[src/hw/slice_settings.svh]
`ifndef SLICE_SETTINGS_SVH
`define SLICE_SETTINGS_SVH

// Datapath word width.
`define DATA_W 32

// Program counter width, byte addressed.
`define PC_W 32

// Register index width and register count.
`define REG_ADDR_W 5
`define NUM_REGS 32

`endif
[src/hw/pipe_pkg.sv]
`include "slice_settings.svh"

package pipe_pkg;

    ////////////////////////////////////////////////////////////
    // Pipeline word types
    ////////////////////////////////////////////////////////////
    typedef logic [`DATA_W-1:0]     data_t;     // Operand or result.
    typedef logic [`PC_W-1:0]       pc_t;       // Byte address.
    typedef logic [`REG_ADDR_W-1:0] reg_addr_t; // Register index.
    typedef logic [31:0]            instr_t;    // Instruction word.

    // Operand source in execute.
    typedef enum logic {
        FWD_RF  = 1'b0, // Value read in decode.
        FWD_RET = 1'b1  // Value held in the retire register.
    } fwd_sel_t;

endpackage

[src/hw/isa_pkg.sv]
package isa_pkg;

    // Primary opcodes, instr[31:26].
    typedef enum logic [5:0] {
        OP_RTYPE = 6'h00,
        OP_BEQ   = 6'h04,
        OP_ADDIU = 6'h09,
        OP_ORI   = 6'h0D,
        OP_LUI   = 6'h0F
    } opcode_t;

    // R-type function codes, instr[5:0].
    typedef enum logic [5:0] {
        FN_ADDU = 6'h21,
        FN_SUBU = 6'h23,
        FN_AND  = 6'h24,
        FN_OR   = 6'h25,
        FN_SLT  = 6'h2A
    } funct_t;

    typedef enum logic [2:0] {
        ALU_ADD = 3'd0,
        ALU_SUB = 3'd1,
        ALU_AND = 3'd2,
        ALU_OR  = 3'd3,
        ALU_SLT = 3'd4,
        ALU_LUI = 3'd5  // Immediate into the upper half.
    } alu_op_t;

endpackage

[src/hw/mips_slice_top.sv]
`timescale 1ns/1ps

module mips_slice_top (
    input  logic                clk,
    input  logic                i_arst_n,
    input  logic                i_instr_valid,
    input  pipe_pkg::instr_t    i_instr,
    input  pipe_pkg::pc_t       i_pc,
    output logic                o_instr_ready,
    output logic                o_ret_valid,
    output logic                o_ret_we,
    output pipe_pkg::reg_addr_t o_ret_rd,
    output pipe_pkg::data_t     o_ret_data,
    input  logic                i_ret_ready,
    output logic                o_redirect_valid,
    output pipe_pkg::pc_t       o_redirect_pc
);

    ////////////////////////////////////////////////////////////
    // Decode stage signals
    ////////////////////////////////////////////////////////////
    pipe_pkg::reg_addr_t id_rs, id_rt, id_rd;
    pipe_pkg::data_t     id_imm, id_rdata_a, id_rdata_b;
    isa_pkg::alu_op_t    id_alu_op;
    logic                id_alu_src_imm, id_reg_write, id_is_beq;

    // Execute stage signals.
    pipe_pkg::pc_t       ex_pc;
    pipe_pkg::reg_addr_t ex_rs, ex_rt, ex_rd;
    pipe_pkg::data_t     ex_imm, ex_rdata_a, ex_rdata_b;
    isa_pkg::alu_op_t    ex_alu_op;
    logic                ex_alu_src_imm, ex_reg_write, ex_is_beq, ex_valid;
    logic                ex_taken;

    logic                hz_enable, hz_flush;
    pipe_pkg::fwd_sel_t  hz_fwd_a, hz_fwd_b;
    logic                rf_we;

    assign rf_we            = o_ret_valid && i_ret_ready && o_ret_we; // Write on retirement.
    assign o_instr_ready    = hz_enable;
    assign o_redirect_valid = ex_taken && hz_enable;

    instr_decoder u_instr_decoder (
        .i_instr(i_instr), .o_rs(id_rs), .o_rt(id_rt), .o_rd(id_rd), .o_imm(id_imm),
        .o_alu_op(id_alu_op), .o_alu_src_imm(id_alu_src_imm),
        .o_reg_write(id_reg_write), .o_is_beq(id_is_beq)
    );

    reg_file u_reg_file (
        .clk(clk), .i_arst_n(i_arst_n), .i_raddr_a(id_rs), .i_raddr_b(id_rt),
        .i_we(rf_we), .i_waddr(o_ret_rd), .i_wdata(o_ret_data),
        .o_rdata_a(id_rdata_a), .o_rdata_b(id_rdata_b)
    );

    id_ex_reg u_id_ex_reg (
        .clk(clk), .i_arst_n(i_arst_n), .i_enable(hz_enable), .i_flush(hz_flush),
        .i_pc(i_pc), .i_rs(id_rs), .i_rt(id_rt), .i_rd(id_rd),
        .i_rdata_a(id_rdata_a), .i_rdata_b(id_rdata_b), .i_imm(id_imm),
        .i_alu_op(id_alu_op), .i_alu_src_imm(id_alu_src_imm),
        .i_reg_write(id_reg_write), .i_is_beq(id_is_beq), .i_valid(i_instr_valid),
        .o_pc(ex_pc), .o_rs(ex_rs), .o_rt(ex_rt), .o_rd(ex_rd),
        .o_rdata_a(ex_rdata_a), .o_rdata_b(ex_rdata_b), .o_imm(ex_imm),
        .o_alu_op(ex_alu_op), .o_alu_src_imm(ex_alu_src_imm),
        .o_reg_write(ex_reg_write), .o_is_beq(ex_is_beq), .o_valid(ex_valid)
    );

    exec_unit u_exec_unit (
        .clk(clk), .i_arst_n(i_arst_n), .i_enable(hz_enable),
        .i_fwd_a(hz_fwd_a), .i_fwd_b(hz_fwd_b), .i_pc(ex_pc), .i_rd(ex_rd),
        .i_rdata_a(ex_rdata_a), .i_rdata_b(ex_rdata_b), .i_imm(ex_imm),
        .i_alu_op(ex_alu_op), .i_alu_src_imm(ex_alu_src_imm),
        .i_reg_write(ex_reg_write), .i_is_beq(ex_is_beq), .i_valid(ex_valid),
        .o_taken(ex_taken), .o_redirect_pc(o_redirect_pc),
        .o_ret_valid(o_ret_valid), .o_ret_we(o_ret_we),
        .o_ret_rd(o_ret_rd), .o_ret_data(o_ret_data)
    );

    hazard_ctrl u_hazard_ctrl (
        .i_ex_rs(ex_rs), .i_ex_rt(ex_rt), .i_ex_valid(ex_valid),
        .i_ret_valid(o_ret_valid), .i_ret_we(o_ret_we), .i_ret_rd(o_ret_rd),
        .i_ret_ready(i_ret_ready), .i_taken(ex_taken),
        .o_enable(hz_enable), .o_flush(hz_flush), .o_fwd_a(hz_fwd_a), .o_fwd_b(hz_fwd_b)
    );

endmodule

[src/hw/hazard_ctrl.sv]
`timescale 1ns/1ps

module hazard_ctrl (
    input  pipe_pkg::reg_addr_t i_ex_rs,
    input  pipe_pkg::reg_addr_t i_ex_rt,
    input  logic                i_ex_valid,
    input  logic                i_ret_valid,
    input  logic                i_ret_we,
    input  pipe_pkg::reg_addr_t i_ret_rd,
    input  logic                i_ret_ready,
    input  logic                i_taken,
    output logic                o_enable,
    output logic                o_flush,
    output pipe_pkg::fwd_sel_t  o_fwd_a,
    output pipe_pkg::fwd_sel_t  o_fwd_b
);

    logic ret_writes;

    // Retire register holds a live result for a real register.
    assign ret_writes = i_ex_valid && i_ret_valid && i_ret_we && (i_ret_rd != '0);

    assign o_fwd_a = (ret_writes && (i_ret_rd == i_ex_rs)) ? pipe_pkg::FWD_RET
                                                           : pipe_pkg::FWD_RF;
    assign o_fwd_b = (ret_writes && (i_ret_rd == i_ex_rt)) ? pipe_pkg::FWD_RET
                                                           : pipe_pkg::FWD_RF;

    // Whole pipe holds while a result waits at the retire port.
    assign o_enable = !(i_ret_valid && !i_ret_ready);
    assign o_flush  = i_taken && o_enable; // Squash the younger instruction.

endmodule

[src/hw/exec_unit.sv]
`timescale 1ns/1ps

module exec_unit (
    input  logic                clk,
    input  logic                i_arst_n,
    input  logic                i_enable,
    input  pipe_pkg::fwd_sel_t  i_fwd_a,
    input  pipe_pkg::fwd_sel_t  i_fwd_b,
    input  pipe_pkg::pc_t       i_pc,
    input  pipe_pkg::reg_addr_t i_rd,
    input  pipe_pkg::data_t     i_rdata_a,
    input  pipe_pkg::data_t     i_rdata_b,
    input  pipe_pkg::data_t     i_imm,
    input  isa_pkg::alu_op_t    i_alu_op,
    input  logic                i_alu_src_imm,
    input  logic                i_reg_write,
    input  logic                i_is_beq,
    input  logic                i_valid,
    output logic                o_taken,
    output pipe_pkg::pc_t       o_redirect_pc,
    output logic                o_ret_valid,
    output logic                o_ret_we,
    output pipe_pkg::reg_addr_t o_ret_rd,
    output pipe_pkg::data_t     o_ret_data
);

    pipe_pkg::data_t op_a;
    pipe_pkg::data_t op_b;
    pipe_pkg::data_t alu_b;
    pipe_pkg::data_t alu_res;

    ////////////////////////////////////////////////////////////
    // Operands and ALU
    ////////////////////////////////////////////////////////////
    assign op_a  = (i_fwd_a == pipe_pkg::FWD_RET) ? o_ret_data : i_rdata_a;
    assign op_b  = (i_fwd_b == pipe_pkg::FWD_RET) ? o_ret_data : i_rdata_b;
    assign alu_b = i_alu_src_imm ? i_imm : op_b;

    always_comb begin
        case (i_alu_op)
            isa_pkg::ALU_SUB: alu_res = op_a - alu_b;
            isa_pkg::ALU_AND: alu_res = op_a & alu_b;
            isa_pkg::ALU_OR:  alu_res = op_a | alu_b;
            isa_pkg::ALU_SLT: alu_res = {31'd0, $signed(op_a) < $signed(alu_b)};
            isa_pkg::ALU_LUI: alu_res = {alu_b[15:0], 16'h0000};
            default:          alu_res = op_a + alu_b;
        endcase
    end

    // Branch outcome and target.
    assign o_taken       = i_valid && i_is_beq && (op_a == op_b);
    assign o_redirect_pc = i_pc + 32'd4 + (i_imm << 2);

    ////////////////////////////////////////////////////////////
    // Retire register
    ////////////////////////////////////////////////////////////
    always_ff @(posedge clk or negedge i_arst_n) begin
        if (!i_arst_n) begin
            o_ret_valid <= 1'b0;
            o_ret_we    <= 1'b0;
            o_ret_rd    <= '0;
        end else if (i_enable) begin
            o_ret_valid <= i_valid; // Empty slot when nothing new arrives.
            o_ret_we    <= i_valid && i_reg_write;
            o_ret_rd    <= i_rd;
        end
    end

    always_ff @(posedge clk) begin
        if (i_enable) o_ret_data <= alu_res;
    end

endmodule

[src/hw/id_ex_reg.sv]
`timescale 1ns/1ps

module id_ex_reg (
    input  logic                clk,
    input  logic                i_arst_n,
    input  logic                i_enable,
    input  logic                i_flush,
    input  pipe_pkg::pc_t       i_pc,
    input  pipe_pkg::reg_addr_t i_rs,
    input  pipe_pkg::reg_addr_t i_rt,
    input  pipe_pkg::reg_addr_t i_rd,
    input  pipe_pkg::data_t     i_rdata_a,
    input  pipe_pkg::data_t     i_rdata_b,
    input  pipe_pkg::data_t     i_imm,
    input  isa_pkg::alu_op_t    i_alu_op,
    input  logic                i_alu_src_imm,
    input  logic                i_reg_write,
    input  logic                i_is_beq,
    input  logic                i_valid,
    output pipe_pkg::pc_t       o_pc,
    output pipe_pkg::reg_addr_t o_rs,
    output pipe_pkg::reg_addr_t o_rt,
    output pipe_pkg::reg_addr_t o_rd,
    output pipe_pkg::data_t     o_rdata_a,
    output pipe_pkg::data_t     o_rdata_b,
    output pipe_pkg::data_t     o_imm,
    output isa_pkg::alu_op_t    o_alu_op,
    output logic                o_alu_src_imm,
    output logic                o_reg_write,
    output logic                o_is_beq,
    output logic                o_valid
);

    always_ff @(posedge clk or negedge i_arst_n) begin
        if (!i_arst_n) begin
            o_pc          <= '0;
            o_rs          <= '0;
            o_rt          <= '0;
            o_rd          <= '0;
            o_rdata_a     <= '0;
            o_rdata_b     <= '0;
            o_imm         <= '0;
            o_alu_op      <= isa_pkg::ALU_ADD;
            o_alu_src_imm <= 1'b0;
            o_reg_write   <= 1'b0;
            o_is_beq      <= 1'b0;
            o_valid       <= 1'b0;
        end else if (i_flush) begin // Bubble behind a taken branch.
            o_pc          <= '0;
            o_rs          <= '0;
            o_rt          <= '0;
            o_rd          <= '0;
            o_rdata_a     <= '0;
            o_rdata_b     <= '0;
            o_imm         <= '0;
            o_alu_op      <= isa_pkg::ALU_ADD;
            o_alu_src_imm <= 1'b0;
            o_reg_write   <= 1'b0;
            o_is_beq      <= 1'b0;
            o_valid       <= 1'b0;
        end else if (i_enable) begin
            o_pc          <= i_pc;
            o_rs          <= i_rs;
            o_rt          <= i_rt;
            o_rd          <= i_rd;
            o_rdata_a     <= i_rdata_a;
            o_rdata_b     <= i_rdata_b;
            o_imm         <= i_imm;
            o_alu_op      <= i_alu_op;
            o_alu_src_imm <= i_alu_src_imm;
            o_reg_write   <= i_reg_write;
            o_is_beq      <= i_is_beq;
            o_valid       <= i_valid;
        end
    end

endmodule

[src/hw/reg_file.sv]
`timescale 1ns/1ps

`include "slice_settings.svh"

module reg_file (
    input  logic                clk,
    input  logic                i_arst_n,
    input  pipe_pkg::reg_addr_t i_raddr_a,
    input  pipe_pkg::reg_addr_t i_raddr_b,
    input  logic                i_we,
    input  pipe_pkg::reg_addr_t i_waddr,
    input  pipe_pkg::data_t     i_wdata,
    output pipe_pkg::data_t     o_rdata_a,
    output pipe_pkg::data_t     o_rdata_b
);

    pipe_pkg::data_t regs [`NUM_REGS];

    always_ff @(posedge clk or negedge i_arst_n) begin
        if (!i_arst_n) begin
            for (int i = 0; i < `NUM_REGS; i++) begin
                regs[i] <= '0;
            end
        end else if (i_we) begin
            regs[i_waddr] <= i_wdata;
        end
    end

    // Register 0 is hardwired; a write in the same cycle passes straight through.
    assign o_rdata_a = (i_raddr_a == '0)                  ? '0      :
                       (i_we && (i_waddr == i_raddr_a))   ? i_wdata : regs[i_raddr_a];
    assign o_rdata_b = (i_raddr_b == '0)                  ? '0      :
                       (i_we && (i_waddr == i_raddr_b))   ? i_wdata : regs[i_raddr_b];

endmodule

[src/hw/instr_decoder.sv]
`timescale 1ns/1ps

module instr_decoder (
    input  pipe_pkg::instr_t    i_instr,
    output pipe_pkg::reg_addr_t o_rs,
    output pipe_pkg::reg_addr_t o_rt,
    output pipe_pkg::reg_addr_t o_rd,
    output pipe_pkg::data_t     o_imm,
    output isa_pkg::alu_op_t    o_alu_op,
    output logic                o_alu_src_imm,
    output logic                o_reg_write,
    output logic                o_is_beq
);

    isa_pkg::opcode_t opcode;
    isa_pkg::funct_t  funct;
    pipe_pkg::data_t  imm_sext;
    pipe_pkg::data_t  imm_zext;

    assign opcode   = isa_pkg::opcode_t'(i_instr[31:26]);
    assign funct    = isa_pkg::funct_t'(i_instr[5:0]);
    assign imm_sext = {{16{i_instr[15]}}, i_instr[15:0]};
    assign imm_zext = {16'h0000, i_instr[15:0]};

    assign o_rs = i_instr[25:21];
    assign o_rt = i_instr[20:16];

    always_comb begin
        o_rd          = '0;
        o_imm         = '0;
        o_alu_op      = isa_pkg::ALU_ADD;
        o_alu_src_imm = 1'b0;
        o_reg_write   = 1'b0;
        o_is_beq      = 1'b0;
        case (opcode)
            isa_pkg::OP_RTYPE: begin
                o_rd        = i_instr[15:11];
                o_reg_write = 1'b1;
                case (funct)
                    isa_pkg::FN_ADDU: o_alu_op = isa_pkg::ALU_ADD;
                    isa_pkg::FN_SUBU: o_alu_op = isa_pkg::ALU_SUB;
                    isa_pkg::FN_AND:  o_alu_op = isa_pkg::ALU_AND;
                    isa_pkg::FN_OR:   o_alu_op = isa_pkg::ALU_OR;
                    isa_pkg::FN_SLT:  o_alu_op = isa_pkg::ALU_SLT;
                    default:          o_reg_write = 1'b0; // Unknown funct is a no-op.
                endcase
            end
            isa_pkg::OP_ADDIU: begin
                o_rd          = i_instr[20:16];
                o_imm         = imm_sext;
                o_alu_src_imm = 1'b1;
                o_reg_write   = 1'b1;
            end
            isa_pkg::OP_ORI: begin
                o_rd          = i_instr[20:16];
                o_imm         = imm_zext;
                o_alu_op      = isa_pkg::ALU_OR;
                o_alu_src_imm = 1'b1;
                o_reg_write   = 1'b1;
            end
            isa_pkg::OP_LUI: begin
                o_rd          = i_instr[20:16];
                o_imm         = imm_zext;
                o_alu_op      = isa_pkg::ALU_LUI;
                o_alu_src_imm = 1'b1;
                o_reg_write   = 1'b1;
            end
            isa_pkg::OP_BEQ: begin
                o_imm    = imm_sext; // Word offset for the target.
                o_alu_op = isa_pkg::ALU_SUB;
                o_is_beq = 1'b1;
            end
            default: ;
        endcase
    end

endmodule

[config.mk]
export PLATFORM = sky130hd
export DESIGN_NAME = mips_slice_top
export DESIGN_NICKNAME = d
export VERILOG_FILES = /design/src/hw/pipe_pkg.sv /design/src/hw/isa_pkg.sv /design/src/hw/mips_slice_top.sv /design/src/hw/hazard_ctrl.sv /design/src/hw/exec_unit.sv /design/src/hw/id_ex_reg.sv /design/src/hw/reg_file.sv /design/src/hw/instr_decoder.sv
export VERILOG_INCLUDE_DIRS = /design/src /design/src/hw
export SDC_FILE = /design/constraint.sdc
export NUM_CORES = 2
export LEC_CHECK = 0
export ABC_AREA = 0
export BUFFER_PORTS_ARGS = -buffer_cell sky130_fd_sc_hd__buf_2
export CAP_MARGIN = 20
export CORE_UTILIZATION = 50
export DETAILED_ROUTE_END_ITERATION = 8
export PLACE_DENSITY = 0.68
export SYNTH_ARGS = -nofsm -noshare
export SYNTH_HDL_FRONTEND = slang
export SYNTH_HIERARCHICAL = 1
export SYNTH_SLANG_ARGS = --single-unit
[constraint.sdc]
create_clock -name clk -period 8.9 [get_ports clk]
set_clock_uncertainty 0.2 [all_clocks]
set_input_delay 2.67 -clock clk [delete_from_list [all_inputs] [get_ports clk]]
set_output_delay 2.67 -clock clk [all_outputs]
set_load 0.03 [all_outputs]
==> impl_metrics.csv <==
group,metric,value,unit
outcome,status,"finished, final reports clean",
grt,antenna_found_initial,10,
clock_tree,ctsResizeCount,0,
min_path,min-delay-start,"u_id_ex_reg/o_rd[0]",
detailed_routing,vias_per_cell,6.84,
detailed_routing,wl_per_cell,32.7,µm
detailed_routing,drt_iter0_markers,6130,
logic_synthesis,yosysUniqueCellTypes,97,
final_layout,area_growth,9.15,%
die,core.rowCount,138,
place,gp_congestion,1.03,
clock_tree,clock_path_buffers,3,
die,die_h,380,µm
detailed_routing,ant_nets,0,
logic_synthesis,yosysWarnings,6,
timing,rsz0062_at_grt,"no",
place,port_buffers,140,
critical_path,rr_endpoint,"u_exec_unit/o_ret_data[30]",
timing,worstMarginPinSlew,1140,ps
critical_path,rrSetupSlack,2460,ps
grt,grt.total_usage,0.337,
logic_synthesis,yosys_most_used_dff,"dfrtp_1",
clock_tree,post-cts-setup-buffers,0,
detailed_routing,route.detailed.drc,0,
clock_tree,htree_num_levels,4,
logic_synthesis,synth_edf_count,32,
final_layout,drive_gt1_frac,0.385,
pwr,finalPower,14.4,mW
detailed_routing,routed_wirelength,246000,µm
critical_path,rr_worst_depth,17,
timing,max_slew_margin,0.239,
final_layout,fin_nets,5734,
grt,grt_pass1_wl,359000,µm
grt,grt_pass1_vias,51300,
logic_synthesis,synth.yosys.seq_area_share,0.426,
clock_tree,cts_root_buf,"clkbuf_16",
run,maxCapViolations,0,
clock_tree,clkSinkCount,1213,
min_path,whs_endpoint,"u_exec_unit/o_ret_rd[0]",
timing,finalSetupTns,0,ps
place,placed_cells,7261,
die,fp.dieArea,0.145,mm²
clock_tree,insertion_delay,790,ps
grt,grt_overflow_total,0,
critical_path,startpoint_type,"flip-flop",
critical_path,required,6030,ps
logic_synthesis,async_reset_ff_frac,0.974,
detailed_routing,via_count,51400,
critical_path,max_stage_delay,870,ps
final_layout,fin_cells,7509,
timing,setup_viol,0,
timing,fin_crit_sh,0.909,
critical_path,r2r-start,"u_exec_unit/o_ret_rd[4]",
clock_tree,cts_tree,"yes",
logic_synthesis,synthCells,5608,
die,ioPinCount,141,
final_layout,fillers,11600,
die,die_w,380,µm
critical_path,arrival,5220,ps
timing,finalHoldViolCount,0,
critical_path,cp_slowest_cell,"nor4_1",
die,start_util,0.505,
timing,max_freq,124,MHz
critical_path,cp_max_fo,38,
timing,period_needed,8090,ps
die,fp.coreArea,0.142,mm²
timing,drv_slew,0,
detailed_routing,first_pass_iters,6,
place,detailed_place_hpwl,152000,µm
clock_tree,cts_hold_buf,0,
logic_synthesis,synth_area,0.0716,mm²
min_path,hold_path.class,"flip-flop to flip-flop",
pwr,total_leakage_power,37.1,nW
clock_tree,cts-buffers-inserted,135,
pwr,p_per_area,184,mW/mm²
clock_tree,clk_pin_slew,60,ps
timing,whs,318,ps
min_path,min_path_cells,1,
logic_synthesis,synth-seq-cells,1213,
grt,grt_max_degree,170,
critical_path,path_cells,"xnor2_1 > nand3_1 > nor4_2 > buf_4 > mux2i_1 > xnor2_1 > nor4_1 > nand4_1 > nor4_1 > and2_1 > buf_2",
logic_synthesis,synth_fp_nets,5833,
pwr,ir_drop,0.000214,V
logic_synthesis,synth.avg_cell_area,12.8,µm²
critical_path,endpoint_kind,"output pin",
critical_path,worst-setup-path-type,"flip-flop to output pin",
final cells by class:
type	count	area, µm²	area share
Sequential cell	1213	30500	0.391
Antenna cell	4	10.0	0.000128
Tap cell	1890	2360	0.0303
Multi-Input combinational cell	3741	38100	0.487
Timing Repair Buffer	287	2080	0.0266
Clock buffer	199	4050	0.0518
Clock inverter	44	547	0.00700
Inverter	131	492	0.00629
critical path, delay by kind of cell, from the launching register on:
kind,cells,cell delay [ps]
AND/OR/NAND/NOR,6,2080
buffers and inverters,2,770
flip-flops,1,700
XOR/XNOR,2,410
multiplexers,1,400
worst max-delay path by stage:
stage,from,cells after the start,endpoint
after floorplan,i_ret_ready,2,o_redirect_valid
after global placement,u_exec_unit/o_ret_rd[4],11,o_redirect_valid
after detailed placement,u_exec_unit/o_ret_rd[2],11,o_redirect_valid
after CTS,u_exec_unit/o_ret_rd[2],11,o_redirect_valid
after global routing,u_exec_unit/o_ret_rd[2],11,o_redirect_valid
final,u_exec_unit/o_ret_rd[2],11,o_redirect_valid
sequential cells by signal (all words and copies together), names as in the netlist:
name                       cells
u_exec_unit/o_ret_data        32
u_id_ex_reg/o_valid            1
u_id_ex_reg/o_rd               5
u_id_ex_reg/o_alu_src_imm      1
u_reg_file/regs             1024
u_id_ex_reg/o_imm             32
u_id_ex_reg/o_pc              32
u_id_ex_reg/o_rdata_a         32
u_exec_unit/o_ret_we           1
u_id_ex_reg/o_reg_write        1
u_exec_unit/o_ret_valid        1
u_id_ex_reg/o_rdata_b         32
u_exec_unit/o_ret_rd           5
u_id_ex_reg/o_is_beq           1
u_id_ex_reg/o_rs               5
u_id_ex_reg/o_alu_op           3
u_id_ex_reg/o_rt               5
per-layer routing:
metal | track usage | vias to the layer above | share of wire
li1 | - | 21000 | -
met4 | 0.180 | 8 | 0.058
met3 | 0.0752 | 656 | 0.098
met1 | 0.458 | 26800 | 0.40
met5 | 0 | - | 0.00023
met2 | 0.506 | 2870 | 0.45
cells in the mapped netlist, types with 34 or more instances:
cell	count	share of area
buf_4	70	0.0073
buf_2	109	0.0076
nand2_1	169	0.0089
a211oi_1	46	0.0048
mux2_2	1136	0.18
inv_1	128	0.0067
o21ai_0	129	0.0090
a22oi_1	113	0.012
mux2i_1	357	0.050
buf_1	75	0.0039
o22ai_1	107	0.0094
o221ai_1	49	0.0060
xnor2_1	66	0.0081
nor2_1	314	0.016
mux4_2	420	0.13
a21oi_1	169	0.012
nand3_1	35	0.0024
nor3_1	44	0.0031
dfrtp_1	1181	0.41
ha_1	156	0.027
clkbuf_1	222	0.012
a32o_1	34	0.0048
stage by stage:
step	setup WS, ps	util	cell area (µm²)
detailed placement	1630	0.519	73500
global placement	1610	0.519	73500
floorplan	1840	-	71600
CTS	773	0.551	78100
global route	617	0.551	78100
finish	810	0.551	78100
layout by cell type, fill, tap and decap left out, drive strengths merged, types with 107 or more instances in the layout:
master,Yosys,routed
dfrtp,1181,1181
a22oi,113,113
inv,131,135
buf,301,286
a21oi,169,169
o22ai,107,107
mux2i,357,357
mux2,1137,1137
ha,156,156
nor2,314,314
nand2,171,171
o21ai,143,143
mux4,420,420
clkbuf,222,200
power by group:
| group | switching [mW] | total (mW) | internal, mW |
|---|---|---|---|
| clock network | 2.39 | 5.84 | 3.44 |
| logic | 1.92 | 2.71 | 0.789 |
| registers | 0.152 | 5.87 | 5.71 |
| total | 4.47 | 14.4 | 9.95 |
cell families (layout without fill, tap and decap cells):
| family | after synthesis | in the layout | share of synthesized area |
|---|---|---|---|
| AND/OR/NAND/NOR | 734 | 734 | 0.0486 |
| flip-flops | 1213 | 1213 | 0.426 |
| adder cells (fa/ha/maj) | 157 | 157 | 0.0275 |
| AO/OA/AOI/OAI | 852 | 852 | 0.0807 |
| multiplexers | 1914 | 1914 | 0.361 |
| XOR/XNOR | 84 | 84 | 0.0103 |
| buffers and inverters | 654 | 661 | 0.0456 |
| other | 0 | 4 | 0 |
(Power assumes the default switching activity.)
